### config.mk
export PLATFORM = sky130hd
export DESIGN_NAME = mfp_reset
export DESIGN_NICKNAME = d
export VERILOG_FILES = /design/src/mfp_pkg.sv /design/src/mfp_reset.sv
export SDC_FILE = /design/constraint.sdc
export NUM_CORES = 1
export LEC_CHECK = 0
export BUFFER_PORTS_ARGS = -buffer_cell sky130_fd_sc_hd__buf_2
export CAP_MARGIN = 40
export CORE_AREA = 4 4 41 43
export CTS_CLUSTER_SIZE = 8
export DETAILED_ROUTE_END_ITERATION = 8
export DIE_AREA = 0 0 45 47
export GPL_TIMING_DRIVEN = 0
export PLACE_DENSITY_LB_ADDON = 0.05
export RECOVER_POWER = 50
export SLEW_MARGIN = 20
export SYNTH_ARGS = -nofsm -noshare
export SYNTH_HDL_FRONTEND = slang
export SYNTH_SLANG_ARGS = --single-unit
### constraint.sdc
create_clock -name hclk -period 2.3 [get_ports hclk]
set_clock_uncertainty 0.05 [all_clocks]
set_input_delay 0 -clock hclk [delete_from_list [all_inputs] [get_ports hclk]]
set_output_delay 0 -clock hclk [all_outputs]
set_load 0.01 [all_outputs]
### src/mfp_pkg.sv
package mfp_pkg;

    // request from the bus master, one word per transfer
    typedef struct packed {
        logic [31:0] addr;    // byte address, word aligned
        logic [31:0] wdata;
        logic        write;   // 1 = write, 0 = read
        logic [3:0]  strb;    // byte strobes for writes
    } bus_req_t;

    // response, one cycle after acceptance at the earliest
    typedef struct packed {
        logic [31:0] rdata;
        logic        err;     // set for unmapped addresses
    } bus_rsp_t;

    // address map
    localparam logic [31:0] MFP_RAM_BASE  = 32'h0000_0000;  // decoded on addr[31:28]
    localparam logic [31:0] MFP_GPIO_BASE = 32'h1F80_0000;
    localparam logic [31:0] MFP_EIC_BASE  = 32'h1F80_1000;
    localparam int          MFP_WIN_BITS  = 12;             // 4 KB peripheral windows

    // gpio register offsets inside its window
    localparam logic [MFP_WIN_BITS-1:0] GPIO_RED     = 12'h000;
    localparam logic [MFP_WIN_BITS-1:0] GPIO_GREEN   = 12'h004;
    localparam logic [MFP_WIN_BITS-1:0] GPIO_HEX     = 12'h008;
    localparam logic [MFP_WIN_BITS-1:0] GPIO_SW      = 12'h00C;  // read only
    localparam logic [MFP_WIN_BITS-1:0] GPIO_BTN     = 12'h010;  // read only
    localparam logic [MFP_WIN_BITS-1:0] GPIO_BTN_INT = 12'h014;  // sticky, write clears

    // eic register offsets
    localparam logic [MFP_WIN_BITS-1:0] EIC_MASK  = 12'h000;
    localparam logic [MFP_WIN_BITS-1:0] EIC_PEND  = 12'h004;     // read only
    localparam logic [MFP_WIN_BITS-1:0] EIC_SWINT = 12'h008;     // bits 1:0 set sw pending
    localparam logic [MFP_WIN_BITS-1:0] EIC_VEC   = 12'h00C;     // {valid, vector}

    // board widths
    localparam int MFP_N_RED_LEDS   = 10;
    localparam int MFP_N_GREEN_LEDS = 8;
    localparam int MFP_N_SWITCHES   = 10;
    localparam int MFP_N_BUTTONS    = 4;
    localparam int MFP_HEX_WIDTH    = 32;

    // interrupt channels, 7 is the highest priority
    localparam int MFP_EIC_CHANNELS = 8;
    localparam int EIC_CH_SW0       = 0;
    localparam int EIC_CH_SW1       = 1;
    localparam int EIC_CH_BTN       = 5;   // button edge from gpio
    localparam int EIC_CH_EXT       = 7;   // external line

    typedef logic [2:0] irq_vec_t;

    // cycles the reset outputs stay up after the source goes away
    localparam int MFP_RESET_HOLD = 4;

endpackage

### src/mfp_reset.sv
module mfp_reset (
    input  logic hclk,
    input  logic rst,            // cold reset source
    input  logic pin_rst_soft,   // asynchronous soft reset pin
    output logic si_cold_reset,
    output logic si_reset
);
    localparam int CNT_W = $clog2(mfp_pkg::MFP_RESET_HOLD + 1);

    logic [1:0]       cold_sync;  // two flop synchronizers
    logic [1:0]       soft_sync;
    logic [CNT_W-1:0] cold_cnt;   // hold counter for cold only
    logic [CNT_W-1:0] any_cnt;    // hold counter for cold or soft
    logic             cold_on;
    logic             any_on;

    assign cold_on = cold_sync[1];
    assign any_on  = cold_sync[1] | soft_sync[1];

    // synchronizers and hold counters
    always_ff @(posedge hclk) begin
        cold_sync <= {cold_sync[0], rst};
        soft_sync <= {soft_sync[0], pin_rst_soft};

        if (cold_on)
            cold_cnt <= CNT_W'(mfp_pkg::MFP_RESET_HOLD);  // reload while active
        else if (cold_cnt != '0)
            cold_cnt <= cold_cnt - 1'b1;

        if (any_on)
            any_cnt <= CNT_W'(mfp_pkg::MFP_RESET_HOLD);
        else if (any_cnt != '0)
            any_cnt <= any_cnt - 1'b1;
    end

    assign si_cold_reset = cold_on | (cold_cnt != '0);  // up two cycles after rst rises
    assign si_reset      = any_on | (any_cnt != '0);

    // cold reset must always reach the whole system
    a_cold_in_reset: assert property (@(posedge hclk) si_cold_reset |-> si_reset);

endmodule

==> After elaboration in Yosys (flattened, before gate mapping) <==
Cells that the tools add are included.
W data, S select, Z words.
{ "word_totals": {"register_bits": 10, "latchBits": 0, "mem_bits_rw": 0, "romBits": 0, "inputBits": 3, "out_inout_bits": 2, "wordCells": 11, "mem_count": 0} }
{ "op_classes": {"add_sub_neg": 2, "mul": 0, "n_div": 0, "magnitude_cmp": 0, "n_eq_ne": 0, "shifts": 0, "n_mux": 0, "bitwise_logic": 3, "reduce_logical": 2} }
{ "ops": {"columns": ["op", "n"], "rows": [
  ["$reduce_bool A3 Y1", 2],
  ["$sub A3 B1 Y3 const B", 2],
  ["$or A1 B1 Y1", 3]
]} }

==> Depth between registers and ports, before layout <==
{ "depth": {"ltp_word": 2, "depth_mapped": 5, "ltp_nobuf": 5} }

==> Worst setup path after synthesis <==
OpenSTA, ideal clock, no wires.
{ "synth_timing": {"path_type": "register to register", "start": "register any_cnt[0]", "end": "register any_cnt[2]", "setup_time_ns": 0.134, "arrival_ns": 1.130, "required_ns": 2.116, "slack_ns": 0.986, "path_stages_with_launch": 5, "n_path_buf": 0, "period_less_slack_ns": 1.314, "cell_sequence": "dfxtp_1 > inv_1 > ha_1 > nor3b_1 > or4_1"} }
{ "synth_via": {"elab_chain_cells": 1, "word_cells_on_any_way": 2, "classes_between": "1 x add/sub; 1 x reduce/logical"} }
{ "synth_rtl": {"columns": ["element", "line", "rtl"], "rows": [
  ["from (decl)", "mfp_reset.sv:13", "logic [CNT_W-1:0] any_cnt;"],
  ["from (signal assigned)", "mfp_reset.sv:31", "any_cnt <= CNT_W'(mfp_pkg::MFP_RESET_HOLD);"],
  ["from (signal assigned)", "mfp_reset.sv:33", "any_cnt <= any_cnt - 1'b1;"],
  ["$sub A3 B1 Y3 / $reduce_bool A3 Y1 (equally long branches)", "mfp_reset.sv:33, mfp_reset.sv:32", null]
]} }
Several ways; a longest one is shown, not always the timed one.
A chain may end at the register's enable or synchronous reset.

==> Worst setup path after layout <==
{ "layout_timing": {"start": "register any_cnt[0]", "end": "output port si_reset"} }
{ "layout_via": {"elab_chain_cells": 2} }
{ "layout_rtl": {"columns": ["element", "line", "rtl"], "rows": [
  ["$reduce_bool A3 Y1", "mfp_reset.sv:37", "assign si_reset = any_on | (any_cnt != '0);"],
  ["$or A1 B1 Y1", "mfp_reset.sv:37", null],
  ["to (decl)", "mfp_reset.sv:6", "output logic si_reset"]
]} }
No other way between the ends.

==> metrics.txt <==
Post-synth top cells 10 x dfxtp_1, 5 x inv_1, 4 x ha_1; Yosys warnings 0; dominant cell type by area after synthesis dfxtp_1; CTS clk-pin slew, worst paths approximately 60 ps; All-Layer GR Usage 0.0697; part of the cycle the worst path needs 0.626; Worst Hold Class register to register; Remaining Overflow, GRT 0; pin count of the biggest net entering global routing 9; leakage power 0.200 nW; minimum clock period around 1400 ps; ANT cells 0; synthesized cell area roughly 390 um2; Placer Congestion approximately 0.66; Internal Power 0.358 mW; vias in the first global route around 240; Peak VDD IR 364 uV; initial core utilization 0.297; Sw Pwr 0.138 mW; Post-Layout Cell Count 61; worst path required time 2250 ps; Synth cell types 17; crit end category output port; Cell Count Post-Placement between 50 and 60; core area between 1000 and 1500 um2; io pins 5; CP startpoint kind register; R2R setup slack approximately 940 ps; top-count cell post-synth dfxtp_1; Vias 260; Post-CTS Repair Setup Buffers 0; Reg2Reg Depth 4; flop and latch count out of synthesis 10; clock share of power 0.312; Worst-Skew Late Latency 260 ps; CTS H-Tree Depth 1; worst-path fanout max 4; crit path DAT between 1000 and 1500 ps; first-pass GRT wire length ~980 um; root buffer cell clkbuf_4; Final TNS setup 0 ps; fmax between 0.6 and 0.7 GHz; Post-synth ARST share 0; status finished, final reports clean; dominant register cell in the synthesized netlist dfxtp_1; Syn Area/Cell roughly 11 um2; slew margin rel. 0.829; WHS Endpoint cold_sync[1]; Critical Path, Cell by Cell inv_1 -> ha_1 -> nand2b_2 -> or3_1 -> buf_2; Combinational Power Share 0.234; RSZ-0062 raised after global routing false; Max Buffers Root-to-Sink 2; Reg power frac 0.454; routed vias/inst between 4 and 5; Post-synth EDFFs 0; slowest stage cell on the critical path dfxtp_1; Avg WL per Cell 8.95 um; highest cell delay on the worst timing path between 300 and 400 ps; Switching Share 0.279; initial antenna violation count 0; post-DP HPWL ~400 um; Antenna Nets Post-Route 0; post-CTS resize count 0; register area share after synthesis 0.518; WHS Path Cells 0; row cnt 13; layout cells sized above 1 0.239; TritonCTS clock tree yes; fin nets between 50 and 60; reg2reg start any_cnt[0]; max-cap violations 0; WL final 546 um; final setup fails 0; Pwr per Cell Area just over 1000 nW/um2; clock tree sinks 10; final hold viol count 0; worst slew pin tran 257 ps; Crit Path Class register to output port; Final Power about 0.50 mW; Die Y between 40 and 50 um; Net Count, Synth between 40 and 50; cells after synthesis 36; CTS Buf Count 3; die area between 2000 and 2500 um2; Synth top area share 0.518; post-layout util 0.370; DRC violations left 0; Syn-to-layout area delta 24.6%; fill count 138; first drt pass iteration count 4; synth top area cells dfxtp_1 52%, ha_1 13%, inv_1 4.9%, xnor2_1 4.5%, a2111oi_2 3.9%; Starting DRT DRC Count 1; die width 45 um; Worst R2R End any_cnt[2]; hold_sp cold_sync[0]; Final Max Tran Viols 0; PortBufs 4
[layer usage]
metal / GRT usage / share of wire
met1: 0.0778 / 0.47
met2: 0.0932 / 0.49
met3: 0.0345 / 0.031
met4: 0.0702 / 0.011
met5: 0 / 0
[layout make-up]
class,instances,area (um2),share of cell area
Timing Repair Buffer,6,40.0,0.0831
Multi-Input combinational cell,21,168,0.348
Clock buffer,4,36.3,0.0753
Sequential cell,10,200,0.416
Tap cell,15,18.8,0.0390
Inverter,5,18.8,0.0390
[stage by stage]
step | cell area [um2] | hold slack, ps | setup slack, ps
after global placement | 425 | 53.8 | 953
after detailed placement | 425 | 54.6 | 926
after CTS | 482 | 284 | 840
after floorplan | 387 | -22.3 | 986
final | 482 | 279 | 861
after global routing | 482 | 293 | 750
[power groups by stage]
| stage | sequential [mW] | combinational [mW] | clock [mW] |
|---|---|---|---|
| 3_3_place_gp | 0.227 | 0.109 | 0 |
| 6_report | 0.225 | 0.116 | 0.155 |
| 5_1_grt | 0.230 | 0.139 | 0.170 |
| 3_5_place_dp | 0.228 | 0.114 | 0 |
| 4_1_cts | 0.224 | 0.117 | 0.163 |
| 2_1_floorplan | 0.224 | 0.0945 | 0 |
[cell families after synthesis]
kind of cell,after synthesis,share of synthesized area
compound gates,4,0.0906
flops,10,0.518
xor+xnor,2,0.0453
simple gates,11,0.168
buf+inv,5,0.0485
fa+ha+maj,4,0.129
[cells in the final DEF (no fill, tap or decap)]
| master | synthesis | final |
|---|---|---|
| a2111oi_2 | 1 | 1 |
| a211oi_1 | 1 | 1 |
| a21oi_1 | 1 | 1 |
| buf_2 | 0 | 4 |
| clkbuf_4 | 0 | 3 |
| clkbuf_8 | 0 | 1 |
| dfxtp_1 | 10 | 10 |
| dlygate4sd3_1 | 0 | 2 |
| ha_1 | 4 | 4 |
| inv_1 | 5 | 5 |
| nand2b_1 | 1 | 1 |
| nand2b_2 | 1 | 1 |
| nor2_1 | 3 | 3 |
| nor2b_1 | 1 | 1 |
| nor3_1 | 1 | 1 |
| nor3b_1 | 1 | 1 |
| o31ai_1 | 1 | 1 |
| or2_2 | 1 | 1 |
| or3_1 | 1 | 1 |
| or4_1 | 1 | 1 |
| xnor2_1 | 2 | 2 |
[critical path, delay by kind of cell (launching register included)]
| family | cells | cell delay (ps) |
|---|---|---|
| flops | 1 | 320 |
| buf+inv | 2 | 220 |
| fa+ha+maj | 1 | 180 |
| simple gates | 2 | 410 |
[state kept, by name (all words and copies together), names as in the netlist]
signal	flops
cold_cnt	3
soft_sync	2
cold_sync	2
any_cnt	3
[worst max-delay path by stage]
stage	from	end	slack, ps	cells past startpoint
global route	any_cnt[0]	si_reset	750	5
finish	any_cnt[0]	si_reset	860	5
global placement	any_cnt[0]	any_cnt[2]	950	4
CTS	any_cnt[0]	si_reset	840	5
detailed placement	any_cnt[0]	any_cnt[2]	930	4
floorplan	any_cnt[0]	any_cnt[2]	990	4
[timing repair]
item	4_1_cts	5_1_grt
hold buffers	2	0
endpoints found under the hold margin	2	0
setup endpoints to repair	0	0
Note: power is estimated with default switching activity, not from simulation.
