File: src/mfp_pkg.sv
package mfp_pkg;

    // request from the bus master, one word per transfer
    typedef struct packed {
        logic [31:0] addr;    // byte address, word aligned
        logic [31:0] wdata;
        logic        write;   // 1 = write, 0 = read
        logic [3:0]  strb;    // byte strobes for writes
    } bus_req_t;

    // response, one cycle after acceptance at the earliest
    typedef struct packed {
        logic [31:0] rdata;
        logic        err;     // set for unmapped addresses
    } bus_rsp_t;

    // address map
    localparam logic [31:0] MFP_RAM_BASE  = 32'h0000_0000;  // decoded on addr[31:28]
    localparam logic [31:0] MFP_GPIO_BASE = 32'h1F80_0000;
    localparam logic [31:0] MFP_EIC_BASE  = 32'h1F80_1000;
    localparam int          MFP_WIN_BITS  = 12;             // 4 KB peripheral windows

    // gpio register offsets inside its window
    localparam logic [MFP_WIN_BITS-1:0] GPIO_RED     = 12'h000;
    localparam logic [MFP_WIN_BITS-1:0] GPIO_GREEN   = 12'h004;
    localparam logic [MFP_WIN_BITS-1:0] GPIO_HEX     = 12'h008;
    localparam logic [MFP_WIN_BITS-1:0] GPIO_SW      = 12'h00C;  // read only
    localparam logic [MFP_WIN_BITS-1:0] GPIO_BTN     = 12'h010;  // read only
    localparam logic [MFP_WIN_BITS-1:0] GPIO_BTN_INT = 12'h014;  // sticky, write clears

    // eic register offsets
    localparam logic [MFP_WIN_BITS-1:0] EIC_MASK  = 12'h000;
    localparam logic [MFP_WIN_BITS-1:0] EIC_PEND  = 12'h004;     // read only
    localparam logic [MFP_WIN_BITS-1:0] EIC_SWINT = 12'h008;     // bits 1:0 set sw pending
    localparam logic [MFP_WIN_BITS-1:0] EIC_VEC   = 12'h00C;     // {valid, vector}

    // board widths
    localparam int MFP_N_RED_LEDS   = 10;
    localparam int MFP_N_GREEN_LEDS = 8;
    localparam int MFP_N_SWITCHES   = 10;
    localparam int MFP_N_BUTTONS    = 4;
    localparam int MFP_HEX_WIDTH    = 32;

    // interrupt channels, 7 is the highest priority
    localparam int MFP_EIC_CHANNELS = 8;
    localparam int EIC_CH_SW0       = 0;
    localparam int EIC_CH_SW1       = 1;
    localparam int EIC_CH_BTN       = 5;   // button edge from gpio
    localparam int EIC_CH_EXT       = 7;   // external line

    typedef logic [2:0] irq_vec_t;

    // cycles the reset outputs stay up after the source goes away
    localparam int MFP_RESET_HOLD = 4;

endpackage

File: src/mfp_gpio.sv
module mfp_gpio (
    input  logic                                hclk,
    input  logic                                rst,          // cold reset only
    input  logic                                sel,
    input  mfp_pkg::bus_req_t                   slave_req,
    input  logic [mfp_pkg::MFP_N_SWITCHES-1:0]  io_switches,
    input  logic [mfp_pkg::MFP_N_BUTTONS-1:0]   io_buttons,
    output logic [31:0]                         rdata,
    output logic [mfp_pkg::MFP_N_RED_LEDS-1:0]  io_red_leds,
    output logic [mfp_pkg::MFP_N_GREEN_LEDS-1:0] io_green_leds,
    output logic [mfp_pkg::MFP_HEX_WIDTH-1:0]   io_hex,
    output logic                                btn_int       // sticky button edge flag
);
    logic [mfp_pkg::MFP_WIN_BITS-1:0]  offset;
    logic                              wr;
    logic [mfp_pkg::MFP_N_SWITCHES-1:0] sw_q;       // sampled every cycle
    logic [mfp_pkg::MFP_N_BUTTONS-1:0]  btn_q;
    logic [mfp_pkg::MFP_N_BUTTONS-1:0]  btn_prev;   // for edge detect
    logic                              btn_rise;

    assign offset   = slave_req.addr[mfp_pkg::MFP_WIN_BITS-1:0];
    assign wr       = sel && slave_req.write;
    assign btn_rise = |(btn_q & ~btn_prev);

    always_ff @(posedge hclk) begin
        sw_q     <= io_switches;
        btn_q    <= io_buttons;
        btn_prev <= btn_q;
    end

    always_ff @(posedge hclk) begin
        if (rst) begin
            io_red_leds   <= '0;
            io_green_leds <= '0;
            io_hex        <= '0;
            btn_int       <= 1'b0;
        end else begin
            if (wr && offset == mfp_pkg::GPIO_RED)
                io_red_leds <= slave_req.wdata[mfp_pkg::MFP_N_RED_LEDS-1:0];  // full word
            if (wr && offset == mfp_pkg::GPIO_GREEN)
                io_green_leds <= slave_req.wdata[mfp_pkg::MFP_N_GREEN_LEDS-1:0];
            if (wr && offset == mfp_pkg::GPIO_HEX) begin
                for (int b = 0; b < mfp_pkg::MFP_HEX_WIDTH / 8; b++) begin
                    if (slave_req.strb[b])
                        io_hex[8*b +: 8] <= slave_req.wdata[8*b +: 8];
                end
            end
            if (btn_rise)
                btn_int <= 1'b1;                 // a new edge beats a clear
            else if (wr && offset == mfp_pkg::GPIO_BTN_INT)
                btn_int <= 1'b0;
        end
    end

    always_ff @(posedge hclk) begin
        if (sel) begin
            case (offset)
                mfp_pkg::GPIO_RED:     rdata <= 32'(io_red_leds);
                mfp_pkg::GPIO_GREEN:   rdata <= 32'(io_green_leds);
                mfp_pkg::GPIO_HEX:     rdata <= 32'(io_hex);
                mfp_pkg::GPIO_SW:      rdata <= 32'(sw_q);    // one cycle old
                mfp_pkg::GPIO_BTN:     rdata <= 32'(btn_q);
                mfp_pkg::GPIO_BTN_INT: rdata <= 32'(btn_int);
                default:               rdata <= 32'h0;
            endcase
        end
    end

endmodule

File: config.mk
export PLATFORM = sky130hd
export DESIGN_NAME = mfp_gpio
export DESIGN_NICKNAME = d
export VERILOG_FILES = /design/src/mfp_pkg.sv /design/src/mfp_gpio.sv
export SDC_FILE = /design/constraint.sdc
export NUM_CORES = 1
export LEC_CHECK = 0
export BUFFER_PORTS_ARGS = -buffer_cell sky130_fd_sc_hd__buf_2
export CAP_MARGIN = 40
export CORE_UTILIZATION = 35
export DETAILED_ROUTE_END_ITERATION = 10
export GPL_ROUTABILITY_DRIVEN = 0
export PLACE_DENSITY_LB_ADDON = 0.08
export SYNTH_ARGS = -nofsm -noshare
export SYNTH_HDL_FRONTEND = slang
export SYNTH_SLANG_ARGS = --single-unit
File: constraint.sdc
create_clock -name hclk -period 5.6 [get_ports hclk]
set_input_delay 0.84 -clock hclk [delete_from_list [all_inputs] [get_ports hclk]]
set_output_delay 0.84 -clock hclk [all_outputs]
set_load 0.01 [all_outputs]
## After elaboration in Yosys (flattened, before gate mapping)

Index checks and enable logic that the tools add are counted.

- Word-level logic and storage cells: 33
- Register bits: 101
- Bits of input ports: 86
- Output and inout port bits: 83

- Reduce and logical (&&, ||, !) cells: 12
- Eq/ne operators: 5
- Mux-type cells: 3
- Bitwise operators: 2

Operators by type and width:

| cell | number |
|---|---|
| 32-bit one-hot mux with 6 select lines | 1 |
| 12-bit by 4-bit == test with 1-bit output, second input constant | 2 |
| 12-bit by 5-bit == test with 1-bit output, second input constant | 2 |
| 12-bit by 3-bit == test with 1-bit output, second input constant | 1 |
| 12-bit logical NOT | 1 |
| 2-bit AND reduction | 4 |
| 1-bit logical AND | 5 |
| 4-bit bitwise AND | 1 |
| 4-bit inverter | 1 |
| 4-bit OR reduction | 1 |
| 1-bit 2-to-1 mux | 2 |
| 2-bit nonzero test | 1 |

## Logic depth before layout (Yosys ltp)

- Depth after elaboration: 4
- Mapped depth: 7
- Mapped depth without buffers: 4

## Worst setup path before layout

OpenSTA, ideal clock, no wires.

- Path type: input-to-reg
- Start: in slave_req[41] (netlist bit)
- End: reg io_hex[0] (netlist bit)
- Library setup time: 128 ps
- Path buffers: 2
- Data arrival time: 2462 ps
- Cell stages on the path: 6
- Path slack: 3010 ps
- Data required time: 5472 ps
- Path through: buf_6 > or4_4 > buf_6 > nor4_4 > mux2i_1 > nor2_1

- Cells in the longest elaborated chain, start to end: 3

Ends and longest elaborated chain:

| what | line | source |
|---|---|---|
| start: declaration | mfp_gpio.sv:5 | `input mfp_pkg::bus_req_t slave_req,` |
| 12-bit by 4-bit == test with 1-bit output | mfp_gpio.sv:42 | `if (wr && offset == mfp_pkg::GPIO_HEX) begin` |
| 1-bit logical AND | mfp_gpio.sv:42 |  |
| 2-bit AND reduction (no source line) | n/a |  |
| end signal: indexed assignment | mfp_gpio.sv:45 | `io_hex[8*b +: 8] <= slave_req.wdata[8*b +: 8];` |
| end: declaration | mfp_gpio.sv:11 | `output logic [mfp_pkg::MFP_HEX_WIDTH-1:0] io_hex,` |

No other way between the ends.
A chain may end at the register's enable or synchronous reset.

## Final worst setup path

- Start: in slave_req[46] (netlist bit)
- End: reg io_green_leds[2] (netlist bit)

- Cells in the longest elaborated chain, start to end: 2

Ends and longest elaborated chain:

| what | line | source |
|---|---|---|
| 12-bit by 3-bit == test with 1-bit output | mfp_gpio.sv:40 | `if (wr && offset == mfp_pkg::GPIO_GREEN)` |
| 1-bit logical AND | mfp_gpio.sv:40 |  |
| end signal: assignment | mfp_gpio.sv:41 | `io_green_leds <= slave_req.wdata[mfp_pkg::MFP_N_GREEN_LEDS-1:0];` |
| end: declaration | mfp_gpio.sv:10 | `output logic [mfp_pkg::MFP_N_GREEN_LEDS-1:0] io_green_leds,` |

No other way between the ends.

==> impl_metrics.toml <==
[run_status]
status = "finished clean"

[global_routing]
grt_max_degree = 34
grt_overflow = 0
antenna_found_initial = 0
grt_pass1_vias = 2789
grt_pass1_wl_um = 14600
use_met1_pct = 19.7
use_met3_pct = 4.19
globalRouteMet2Util_pct = 30.0
grt_use_total_pct = 16.9
gr-max-usage-layer = "met2"

[timing]
finalClockSkew_ns = 0.00861
setup_slack_ns = 2.95
fin_crit_sh_pct = 47.3
finalSetupTns_ns = 0
setup_viol = 0
finalCriticalPeriod_ns = 2.65
rsz0062_at_grt = "no"
final_max_slew_viol_count = 0
worst_pin_slew_ns = 0.877
fmax_mhz = 377
hold_viol_final = 0
max-slew-margin-rel_pct = 41.0

[synth]
yosys_warnings = 0
synthArstFlopShare_pct = 0
synth-edff-count = 32
syn_inst = 316
synth-seq-cells = 101
syn-cell-area_mm2 = 0.00386
syn_nets = 402
seq_area_frac_synth_pct = 60.7
ys_types = 34
synthFlopType = "dfxtp_1"
synth.avg_cell_area_um2 = 12.2

[clock_network]
hold_buffers = 0
postCtsSetupBuffers = 0
clock_path_buffers = 2
clock_latency_ns = 0.35
clock_sinks = 101
cts_root_buf = "clkbuf_8"
cts_tree = "yes"
cts_buffers = 9
cts_max_level = 3
clkTransAtPathRegs_ns = 0.09
ctsResizeCount = 0

[worst_setup_path]
worstPathRequired_ns = 5.82
reg2regPathDepth = 3
path_cells = "buf_2, nor4_1, nand4_1, mux2i_1, nor2_1"
critPathMaxFanout = 8
endpoint_kind = "flop"
crit_type = "in2reg"
startpoint_type = "input port"
cp.depth = 5
critPathArrivalTime_ns = 2.87
slowest_stage = "nor4_1"
timing.critical_path.buf_inv = 1
cp_slowest_stage_delay_ns = 0.76
cp_top_family = "simple AND/OR/NAND/NOR gates"

[cells_and_area]
finish.net_count = 550
area_growth_pct = 28.4
final_layout_size_suffix_gt1_share_pct = 38.2
fillCellCount = 988

[detailed_routing]
num_vias = 2858
drtIter0Drc = 103
drc = 0
wl_um = 9430
first_pass_iters = 4
routedWlPerCell_um = 15.6
vias_per_cell = 4.72
final_antenna_net_count = 0

[power]
power_density_mw_per_mm2 = 265
power.leakage_nw = 2.30
vdd_drop_max_v = 0.000106

[worst_hold_path]
holdCritPathClass = "reg2reg"
min_path_cells = 0

[placement]
portBuffers = 148
dp_hpwl_um = 6800
place_ws_ns = 2.57

[floorplan]
die_h_um = 107
die_area_mm2 = 0.0114
coreArea_mm2 = 0.0105
ioPinCount = 169
rows = 37
die_w_um = 107
start_util_pct = 36.7

[job]
cap_violations = 0
[power breakdown]
group / total (mW) / internal, mW / switching (mW) / leakage, nW
clock network: 0.465 / 0.220 / 0.245 / 0.0976
logic: 0.0744 / 0.0322 / 0.0422 / 1.30
registers: 0.772 / 0.767 / 0.00436 / 0.897
total: 1.31 / 1.02 / 0.291 / 2.30
[registers in the layout, summed over array words and instances, names as in the netlist]
| signal | count |
|---|---|
| io_red_leds | 10 |
| io_green_leds | 8 |
| btn_prev | 4 |
| btn_int | 1 |
| rdata | 32 |
| sw_q | 10 |
| btn_q | 4 |
| io_hex | 32 |
[metal layers]
metal  vias to the layer above  wire length (um)
li1                       1419                 -
met1                      1328              3990
met2                       102              4650
met3                         9               663
met4                         0               122
met5                         -                 0
[cells in the final DEF (no fill, tap or decap), drive strengths merged]
master and n:
a21oi 2, a221o 4, a22oi 1, a31oi 2, and2 22, and3 1, and3b 1, buf 153
bufinv 1, clkbuf 11, clkinv 2, clkinvlp 1, dfxtp 69, diode 1, edfxtp 32, inv 4
mux2 4, mux2i 58, mux4 1, nand2 6, nand3 6, nand4 8, nor2 59, nor2b 2
nor3 1, nor3b 1, nor4 8, o211ai 1, o21ai 2, o221ai 1, o2bb2ai 2, or3 1
or4 2
[cells in the mapped netlist, types with 3 or more instances]
cell | instances | area share (%)
nand3_1 | 6 | 0.78
a221o_1 | 4 | 1.0
nand2_1 | 6 | 0.58
clkbuf_1 | 9 | 0.88
nor4_1 | 3 | 0.49
edfxtp_1 | 32 | 25
nor2_1 | 59 | 5.7
nand4_1 | 8 | 1.3
mux2i_1 | 58 | 15
mux2_2 | 4 | 1.2
inv_1 | 3 | 0.29
and2_1 | 22 | 3.6
nor4_4 | 5 | 2.8
dfxtp_1 | 69 | 36
[area by class of cell]
cell class	instances	area (um^2)	share of cell area, %
Sequential cell	101	2340	47.3
Multi-Input combinational cell	196	1420	28.6
Timing Repair Buffer	153	811	16.4
Tap cell	136	170	3.44
Clock buffer	11	141	2.85
Clock inverter	5	58.8	1.19
Inverter	3	11.3	0.227
Antenna cell	1	2.50	0.0505
[worst reg2reg max path, cell delays in order (launching register included)]
cell and delay [ns]:
dfxtp_1 0.33, mux4_2 0.46, nand3_1 0.11, nand2_1 0.05
[path summary, 6_finish.rpt]
| path | end | startpoint | slack [ns] |
|---|---|---|---|
| max | io_green_leds[2] | slave_req[46] | 2.95 |
| min | btn_prev[3] | btn_q[3] | 0.37 |
| max reg2reg | rdata[1] | io_hex[1] | 4.40 |
| min reg2reg | btn_prev[3] | btn_q[3] | 0.37 |
[through the flow]
step           instances  utilization (%)  area, um^2  total power, mW  hold slack [ns]
2_1_floorplan        316                -        3860            0.818            0.345
3_3_place_gp         585             44.6        4690            0.860            0.365
3_5_place_dp         589             45.2        4750            0.864            0.362
4_1_cts              605             47.1        4950             1.33            0.376
5_1_grt              605             47.1        4950             1.36            0.385
6_report             606             47.1        4950             1.31            0.375
[kinds of logic after synthesis]
kind of cell / Yosys count / share of synthesized area [%]
AOI/OAI and AO/OA: 15 / 2.95
DFF: 101 / 60.7
buffers and inverters: 19 / 2.56
and+or+nand+nor: 118 / 16.9
muxes: 63 / 16.8
No activity file was read; power rests on OpenSTA's default activity.
