`config.mk`:
```
export PLATFORM = sky130hd
export DESIGN_NAME = mfp_bus_matrix
export DESIGN_NICKNAME = d
export VERILOG_FILES = /design/src/mfp_pkg.sv /design/src/mfp_bus_matrix.sv
export SDC_FILE = /design/constraint.sdc
export NUM_CORES = 1
export LEC_CHECK = 0
export BUFFER_PORTS_ARGS = -buffer_cell sky130_fd_sc_hd__buf_4
export CORE_AREA = 2 2 107 109
export CTS_CLUSTER_DIAMETER = 120
export CTS_CLUSTER_SIZE = 12
export DETAILED_ROUTE_END_ITERATION = 6
export DIE_AREA = 0 0 109 111
export PLACE_DENSITY_LB_ADDON = 0.3
export SETUP_SLACK_MARGIN = 0.4
export SLEW_MARGIN = 20
export SYNTH_ARGS = -nofsm -noshare
export SYNTH_HDL_FRONTEND = slang
export SYNTH_SLANG_ARGS = --single-unit
```
`constraint.sdc`:
```
create_clock -name hclk -period 1.8 [get_ports hclk]
set_input_delay 0.18 -clock hclk [delete_from_list [all_inputs] [get_ports hclk]]
set_output_delay 0.18 -clock hclk [all_outputs]
set_load 0.02 [all_outputs]
```
`src/mfp_pkg.sv`:
```
package mfp_pkg;

    // request from the bus master, one word per transfer
    typedef struct packed {
        logic [31:0] addr;    // byte address, word aligned
        logic [31:0] wdata;
        logic        write;   // 1 = write, 0 = read
        logic [3:0]  strb;    // byte strobes for writes
    } bus_req_t;

    // response, one cycle after acceptance at the earliest
    typedef struct packed {
        logic [31:0] rdata;
        logic        err;     // set for unmapped addresses
    } bus_rsp_t;

    // address map
    localparam logic [31:0] MFP_RAM_BASE  = 32'h0000_0000;  // decoded on addr[31:28]
    localparam logic [31:0] MFP_GPIO_BASE = 32'h1F80_0000;
    localparam logic [31:0] MFP_EIC_BASE  = 32'h1F80_1000;
    localparam int          MFP_WIN_BITS  = 12;             // 4 KB peripheral windows

    // gpio register offsets inside its window
    localparam logic [MFP_WIN_BITS-1:0] GPIO_RED     = 12'h000;
    localparam logic [MFP_WIN_BITS-1:0] GPIO_GREEN   = 12'h004;
    localparam logic [MFP_WIN_BITS-1:0] GPIO_HEX     = 12'h008;
    localparam logic [MFP_WIN_BITS-1:0] GPIO_SW      = 12'h00C;  // read only
    localparam logic [MFP_WIN_BITS-1:0] GPIO_BTN     = 12'h010;  // read only
    localparam logic [MFP_WIN_BITS-1:0] GPIO_BTN_INT = 12'h014;  // sticky, write clears

    // eic register offsets
    localparam logic [MFP_WIN_BITS-1:0] EIC_MASK  = 12'h000;
    localparam logic [MFP_WIN_BITS-1:0] EIC_PEND  = 12'h004;     // read only
    localparam logic [MFP_WIN_BITS-1:0] EIC_SWINT = 12'h008;     // bits 1:0 set sw pending
    localparam logic [MFP_WIN_BITS-1:0] EIC_VEC   = 12'h00C;     // {valid, vector}

    // board widths
    localparam int MFP_N_RED_LEDS   = 10;
    localparam int MFP_N_GREEN_LEDS = 8;
    localparam int MFP_N_SWITCHES   = 10;
    localparam int MFP_N_BUTTONS    = 4;
    localparam int MFP_HEX_WIDTH    = 32;

    // interrupt channels, 7 is the highest priority
    localparam int MFP_EIC_CHANNELS = 8;
    localparam int EIC_CH_SW0       = 0;
    localparam int EIC_CH_SW1       = 1;
    localparam int EIC_CH_BTN       = 5;   // button edge from gpio
    localparam int EIC_CH_EXT       = 7;   // external line

    typedef logic [2:0] irq_vec_t;

    // cycles the reset outputs stay up after the source goes away
    localparam int MFP_RESET_HOLD = 4;

endpackage

```
`src/mfp_bus_matrix.sv`:
```
module mfp_bus_matrix (
    input  logic              hclk,
    input  logic              rst,
    input  mfp_pkg::bus_req_t req,
    input  logic              req_valid,
    output logic              req_ready,
    output mfp_pkg::bus_rsp_t rsp,
    output logic              rsp_valid,
    input  logic              rsp_ready,
    output mfp_pkg::bus_req_t slave_req,   // shared by all slaves
    output logic              ram_sel,
    output logic              gpio_sel,
    output logic              eic_sel,
    input  logic [31:0]       ram_rdata,
    input  logic [31:0]       gpio_rdata,
    input  logic [31:0]       eic_rdata
);
    localparam int WB = mfp_pkg::MFP_WIN_BITS;

    typedef enum logic [1:0] {TGT_RAM, TGT_GPIO, TGT_EIC, TGT_NONE} target_e;

    logic              accept;
    target_e           target;     // decode of the incoming address
    target_e           target_q;   // slave owning the response in flight
    logic              fresh;      // first response cycle, data straight from the slave
    mfp_pkg::bus_rsp_t rsp_live;
    mfp_pkg::bus_rsp_t rsp_q;      // held copy under back-pressure

    assign req_ready = !rsp_valid || rsp_ready;  // one item in flight at most
    assign accept    = req_valid && req_ready;
    assign slave_req = req;

    always_comb begin
        if (req.addr[31:28] == mfp_pkg::MFP_RAM_BASE[31:28])
            target = TGT_RAM;                    // upper ram region wraps
        else if (req.addr[31:WB] == mfp_pkg::MFP_GPIO_BASE[31:WB])
            target = TGT_GPIO;
        else if (req.addr[31:WB] == mfp_pkg::MFP_EIC_BASE[31:WB])
            target = TGT_EIC;
        else
            target = TGT_NONE;
    end

    // one cycle pulses, nothing selected for unmapped
    assign ram_sel  = accept && (target == TGT_RAM);
    assign gpio_sel = accept && (target == TGT_GPIO);
    assign eic_sel  = accept && (target == TGT_EIC);

    always_comb begin
        rsp_live = '0;
        case (target_q)
            TGT_RAM:  rsp_live.rdata = ram_rdata;
            TGT_GPIO: rsp_live.rdata = gpio_rdata;
            TGT_EIC:  rsp_live.rdata = eic_rdata;
            default:  rsp_live.err   = 1'b1;     // zero data with error
        endcase
    end

    always_ff @(posedge hclk) begin
        if (rst) begin
            rsp_valid <= 1'b0;
            fresh     <= 1'b0;
        end else if (accept) begin
            rsp_valid <= 1'b1;                   // valid the cycle after acceptance
            fresh     <= 1'b1;
        end else if (rsp_ready) begin
            rsp_valid <= 1'b0;
            fresh     <= 1'b0;
        end else begin
            fresh     <= 1'b0;                   // stalled, switch to the held copy
        end
    end

    always_ff @(posedge hclk) begin
        if (accept)
            target_q <= target;
        if (fresh)
            rsp_q <= rsp_live;
    end

    assign rsp = fresh ? rsp_live : rsp_q;

    a_one_sel: assert property (@(posedge hclk) disable iff (rst)
        $onehot0({ram_sel, gpio_sel, eic_sel}));
    a_rsp_hold: assert property (@(posedge hclk) disable iff (rst)
        rsp_valid && !rsp_ready |=> rsp_valid && $stable(rsp));

endmodule

```
Word-level counts from Yosys, hierarchy flattened. Index checks and enable logic that the tools add are counted.

Bits in registers: 37. Output and inout bits: 107. Word-level logic and storage cells: 31.

Eq/ne operators: 6. Muxes and demuxes: 9. Reduce and logical (&&, ||, !) cells: 11.

Operators with widths (count): 32-bit one-hot mux with 3 select lines (1); 20-bit by 17-bit equality test with 1-bit output, second input constant (2); 33-bit 2-to-1 mux (1); 1-bit 2-to-1 mux (5); 2-bit by 1-bit equality test with 1-bit output, second input constant (2); 2-bit equality test, second input constant (2); 1-bit logical AND (4); 2-bit zero test (2); 4-bit zero test (1); 2-bit 2-to-1 mux (2); 3-bit OR reduction (1); 2-bit nonzero test (1); 1-bit zero test (1); 1-bit logical OR (1).

Depth between registers and ports, before layout. Gate-level depths: netlist (run 1).

Depth in word-level cells: 6. Gate-level depth with buffers: 6. Depth with buffers taken out: 4.

Worst setup path before layout (run 1). Ideal clock, no wire load.

Kind: reg-to-output. From: register target_q[1]. To: output port rsp[10] (netlist bit). Arrival: 1.412 ns. Data required time: 1.620 ns. Path slack: 0.208 ns. Cell stages (with the launch flop): 7. Path buffers: 3. Cell sequence: edfxtp_1 -> buf_2 -> nor2b_1 -> clkbuf_1 -> buf_2 -> a2bb2oi_1 -> a21oi_1.

RTL lines: from (decl) (RTL line mfp_bus_matrix.sv:24) `target_e target_q;`; from (signal assigned) (RTL line mfp_bus_matrix.sv:76) `target_q <= target;`; to (decl) (RTL line mfp_bus_matrix.sv:7) `output mfp_pkg::bus_rsp_t rsp,`.

==> metrics, run 1 <==
status complete, but fails checks; failing checks setup timing; Initial Util a little over a fifth; initial antenna violation count 0; dpl cells ~520; Ys Warns 0; largest net degree at the start of global routing 29; Synth Area in XOR/XNOR 0%; WL final 9270 microns; fin crit period 1.92 ns; crit end category output pin; Post-Synth Adder-Cell Area 0%; WL/cell 16.6 microns; remaining global-route overflow 0; maximum clock path buffer count 2; number of port buffers ~180; TritonRoute pass-1 iters 4; register clock-pin slew on the reported worst setup and hold paths 0.06 ns; worst min-delay path category input port to flip-flop; post-synthesis compound-gate area fraction a little under a fifth; setup_tns -1.69 ns; area leader, netlist dfxtp_1; die height ~110 microns; total track usage between 10% and 20%; #FFs+latches synth 37; CP arrival 1.74 ns; mapped cell area 0.00242 sq mm; cts-stage hold buffer count 0; overall power consumption between 3000 and 4000 uW; startpoint types flip-flop; starting DRC count in detailed routing 78; die area 0.0121 sq mm; Mapped Cells 277; Syn Nets 446; fin cells 558; clk root buf clkbuf_16; Placement Rows 39; WP data required 1.62 ns; first-pass GRT wire length 12600 microns; main flop type after synthesis dfxtp_1; Skew-Pair Late Insertion Delay 0.27 ns; EDFF count, synth 2; antenna diode count 0; headroom to the max-slew limit between 80% and 90%; Setup Skew around 0.0021 ns; top cell type's share of synthesized area 29.0%; Cell variety after synth 23; Crit Path Max Fanout 7; Clock H-tree levels 2; Vias per Instance approximately 4.3; drc violations 0; Worst Setup Slack, final -0.117 ns; core area ~0.011 sq mm; Peak VDD IR 297 uV; Final nets 584; RSZ-0062 raised after global routing yes; GP Congestion slightly above 0.7; CTS Sinks 37; average size of a mapped cell 8.74 sq um; main combinational cell family by area after synthesis buffers and inverters; Final HPWL DP just under 7000 microns; Slew @ Worst Pin 0.295 ns; FILL cells between 1000 and 1500; vias in the first global route 2374; crit share post-route 107%; final setup fails 32; simple-gate portion of the synthesized area a little over a tenth; WS Path Type flip-flop to output pin; ratio of cells with drive above 1 in the final layout 72.3%; TritonCTS clock tree yes; Routed Antenna Nets 0; cell area after layout 0.00435 sq mm; Hold Fails Final Rpt 0; Num CTS Buffers 5; post-synthesis sequential area ratio 31.4%; Area Overhead vs Synth 79.9%; via count ~2400; dominant cells by area after synthesis dfxtp_1, buf_4, mux2i_1; FFs w/ async S/R, synth 0%; max_cap viols 0; R2R Setup Slk 0.30 ns; mux contribution to synthesized area 13.2%; die width 109 microns; I/O pins 276; Post-Place Cell Area 0.00359 sq mm; Fmax 522 MHz; PwrDens 699 mW/mm^2; Static Leak ~0.0021 uW; hold slack 0.0562 ns; Final Slew Violations 0
==> final cells by class <==
type	count	area, sq um	area share (%)
timing repair buffer	219	1880	43.1
inverter	4	15.0	0.345
multi-input combinational	148	1380	31.6
sequential	37	764	17.6
clock buffer	7	143	3.28
tap	143	179	4.11
==> cells in the final DEF (no fill, tap or decap), drive strengths merged, types with 2 or more instances in the layout <==
cell,Yosys,layout
buf,77,218
dfxtp,35,35
nand3,2,2
clkbuf,11,8
and4,2,2
a31oi,2,2
mux2i,32,32
inv,4,4
a21oi,33,33
edfxtp,2,2
nor2,34,34
a2bb2oi,32,32
nor4,2,2
==> what timing repair did <==
action                                  CTS  global route
pin swaps                                 6            37
endpoints found under the setup margin   42            59
resized for setup                        19            58
buffers inserted                         13            12
cloned                                    2             1
==> where the power goes <==
group	total [uW]	internal [uW]	switching [uW]
Sequential	991	952	38.8
Clock	868	544	324
Combinational	1190	629	557
==> registers in the layout, indices dropped and copies added, names as in the netlist <==
| register | flops |
|---|---|
| target_q | 2 |
| fresh | 1 |
| rsp_valid | 1 |
| rsp_q | 33 |
==> kinds of logic (layout without fill, tap and decap cells) <==
group / count (synthesis) / count (layout)
buf+inv: 92 / 230
simple gates: 48 / 48
flops: 37 / 37
compound gates: 68 / 68
mux: 32 / 32
==> critical path: stages (launching register included) <==
cell and delay [ns]:
edfxtp_1 0.42, buf_12 0.17, buf_12 0.14, buf_6 0.12
mux2i_1 0.12, a2bb2oi_2 0.17, a21oi_2 0.15, buf_4 0.16
==> stage by stage <==
stage               worst slack, ns  util [%]
floorplan                     0.386         -
global placement              0.182      32.4
detailed placement            0.149      32.4
CTS                          -0.102      35.8
global route                 -0.163      39.3
finish                       -0.117      39.3
==> path summary, 6_finish.rpt <==
check,startpoint,end,depth (start not counted)
setup / recovery,target_q[1],rsp[17],7
hold / removal,rst,fresh,2
hold reg to reg,rsp_q[25],rsp_q[25],2
setup reg to reg,target_q[1],rsp_q[22],7
==> per-layer routing <==
layer	vias up	share of wire (%)	global-route usage, %
li1	1183	-	-
met3	10	9.0	3.94
met4	0	0.94	2.99
met5	-	0	0
met1	1106	36	14.1
met2	122	54	26.1
==> synthesized netlist by cell type, types with 2 or more instances <==
master     count
mux2i_1       32
a2bb2oi_1     32
buf_4         71
a21oi_1       33
and4_1         2
a31oi_1        2
nor2_1        34
nand3_1        2
edfxtp_1       2
clkbuf_1      11
buf_2          6
inv_1          4
nor4_4         2
dfxtp_1       35
No activity file was read; power rests on OpenSTA's default activity.
==> inputs of run 2 (changes only) <==
--- a/config.mk
+++ b/config.mk
@@ -8,2 +8,3 @@
 export BUFFER_PORTS_ARGS = -buffer_cell sky130_fd_sc_hd__buf_4
+export CAP_MARGIN = 0
 export CORE_AREA = 2 2 107 109
==> constraint.sdc (replaced) <==
create_clock -name hclk -period 1.8 [get_ports hclk]
set_input_delay 0.09 -clock hclk [delete_from_list [all_inputs] [get_ports hclk]]
set_output_delay 0.09 -clock hclk [all_outputs]
set_load 0.02 [all_outputs]
==> run 2 against run 1 <==
Net effect: the run now ends clean; sequential share of layout area up 0.33 points; power up 1.9%; critical path depth unchanged; flip-flop and latch count unchanged; wire length down 8.5%; sequential power down 0.6%; cell count down 2.5%; first-iteration DRC count up 7.7%; die area unchanged; fmax up 8.6%; core utilization down 0.85 points; worst hold slack better by 0.0089 ns.
==> metrics, run 2 (same netlist as run 1, synthesis figures left out) <==
status finished clean (was complete, but fails checks); headroom to the max-slew limit 73.4% (was 80.2%); Vias per Instance 4.44 (was 4.34); WS Path Type flip-flop to output pin (unchanged); vias in the first global route 2382 (was 2374); antenna diode count 0 (unchanged); GP Congestion 0.719 (was 0.724); r2r worst-path depth 6 (was 7); Skew-Pair Late Insertion Delay 0.28 ns (was 0.27 ns); Final HPWL DP 5690 microns (was 6770 microns); PwrDens 728 mW/mm^2 (was 699 mW/mm^2); TritonCTS clock tree yes (unchanged); Hold Fails Final Rpt 0 (unchanged); initial antenna violation count 0 (unchanged); most common cell after layout, fill and taps aside buf_4 (unchanged); startpoint types flip-flop (unchanged); Core Util, Final 38.5% (was 39.3%); Largest regs rsp_q (33), target_q (2) (unchanged); CTS Sinks 37 (unchanged); Area Overhead vs Synth 76.1% (was 79.9%); die width 109 microns (unchanged); Peak VDD IR 324 uV (was 297 uV); TritonRoute pass-1 iters 3 (was 4); Hold Startpoint req_valid (was rst); reg2reg start target_q[1] (unchanged); CP arrival 1.68 ns (was 1.74 ns); area of the multi-input gates 0.00135 sq mm (was 0.00138 sq mm); fin crit period 1.77 ns (was 1.92 ns); total track usage 11.9% (was 13.6%); Clock H-tree levels 2 (unchanged); WL/cell 15.6 microns (was 16.6 microns); Static Leak 0.00200 uW (was 0.00208 uW); Initial Util 21.8% (unchanged); RR Endpoint rsp_q[11] (was rsp_q[22]); dpl cells 517 (was 523); crit end category output pin (unchanged); drc violations 0 (unchanged); via count 2418 (was 2421); remaining global-route overflow 0 (unchanged); largest net degree at the start of global routing 35 (was 29); crit share post-route 98.1% (was 107%); I/O pins 276 (unchanged); Reg with most FFs rsp_q (unchanged); Num CTS Buffers 5 (unchanged); register clock-pin slew on the reported worst setup and hold paths 0.06 ns (about the same); final setup fails 0 (was 32); first-pass GRT wire length 11400 microns (was 12600 microns); starting DRC count in detailed routing 84 (was 78); FILL cells 1113 (was 1119); Placement Rows 39 (unchanged); Routed Antenna Nets 0 (unchanged); Setup Skew 0.00470 ns (was 0.00214 ns); maximum clock path buffer count 2 (unchanged); ratio of cells with drive above 1 in the final layout 70.3% (was 72.3%); WL final 8490 microns (was 9270 microns); number of port buffers 177 (unchanged); Final Slew Violations 0 (unchanged); RSZ-0062 raised after global routing yes (unchanged); R2R Setup Slk 0.38 ns (was 0.30 ns); Slew @ Worst Pin 0.399 ns (was 0.295 ns); WP data required 1.71 ns (was 1.62 ns); max reg flops 33 (unchanged); die area 0.0121 sq mm (unchanged); Fmax 566 MHz (was 522 MHz); clk root buf clkbuf_16 (unchanged); max_cap viols 0 (unchanged); worst min-delay path category input port to flip-flop (unchanged); core area 0.0111 sq mm (unchanged); fin cells 544 (was 558); Hold Path End rsp_valid (was fresh); commonest cells after routing, fill and taps aside buf_4, nor2_1, dfxtp_1, a21oi_2, buf_6 (unchanged); die height 111 microns (unchanged); Final nets 570 (was 584); Crit Path Max Fanout 6 (was 7); WHS Path Cells 3 (was 2); Reg area 762 sq um (was 764 sq um)
[run 2: what timing repair did]
| item | CTS | global route |
|---|---|---|
| pin swaps | 4 | 18 |
| hold buffers | 1 | 0 |
| setup endpoints to repair | 35 | 59 |
| gates cloned | 1 | 4 |
| hold endpoints to repair | 2 | 0 |
| resized for setup | 10 | 61 |
| setup buffers | 6 | 8 |
[run 2: layer usage]
metal / GRT usage, % / part of all wire [%] / vias up / wire length, microns
met3: 3.70 / 8.8 / 22 / 746
met2: 21.9 / 52 / 120 / 4450
li1: - / - / 1152 / -
met1: 12.7 / 37 / 1124 / 3130
met4: 3.93 / 1.9 / 0 / 158
met5: 0 / 0 / - / 0
[run 2: how the worst max path moves through the flow]
stage / to / from / cells past startpoint / slack (ns)
6_report: rsp[23] / target_q[1] / 7 / 0.03
5_1_grt: rsp[1] / target_q[1] / 6 / -0.05
4_1_cts: rsp[8] / target_q[1] / 6 / 0.03
3_5_place_dp: rsp[31] / target_q[1] / 5 / 0.31
3_3_place_gp: rsp[27] / target_q[1] / 5 / 0.36
2_1_floorplan: rsp_q[10] / target_q[1] / 6 / 0.38
[run 2: where the power goes]
part | internal, uW | switching (uW) | leakage, uW
registers | 952 | 32.7 | 0.000311
clock network | 588 | 355 | 0.0000778
logic | 627 | 546 | 0.00161
total | 2170 | 934 | 0.00200
[run 2: final cells by class]
class,instances,share of cell area (%)
tap,143,4.20
inverter,4,0.352
sequential,37,17.9
clock buffer,6,3.52
multi-input combinational,148,31.6
clock inverter,1,0.117
timing repair buffer,205,42.3
[run 2: worst max-delay path: stages (launching register included)]
cell and delay [ns]:
edfxtp_1 0.43, buf_4 0.17, nor2b_4 0.12, buf_12 0.14, clkbuf_16 0.15, a2bb2oi_1 0.07, a21oi_2 0.17, buf_6 0.14
[run 2: through the flow]
| stage | hold slack, ns | TNS (ns) | area, sq um | setup slack [ns] | total power (uW) |
|---|---|---|---|---|---|
| final | 0.0651 | 0 | 4260 | 0.0342 | 3100 |
| after global routing | 0.0693 | -0.909 | 4260 | -0.0522 | 3250 |
| after CTS | 0.0513 | 0 | 3820 | 0.0252 | 2990 |
| after detailed placement | 0.180 | 0 | 3550 | 0.306 | 2000 |
| after global placement | 0.180 | 0 | 3550 | 0.358 | 1990 |
| after floorplan | 0.159 | 0 | 2530 | 0.384 | 1690 |
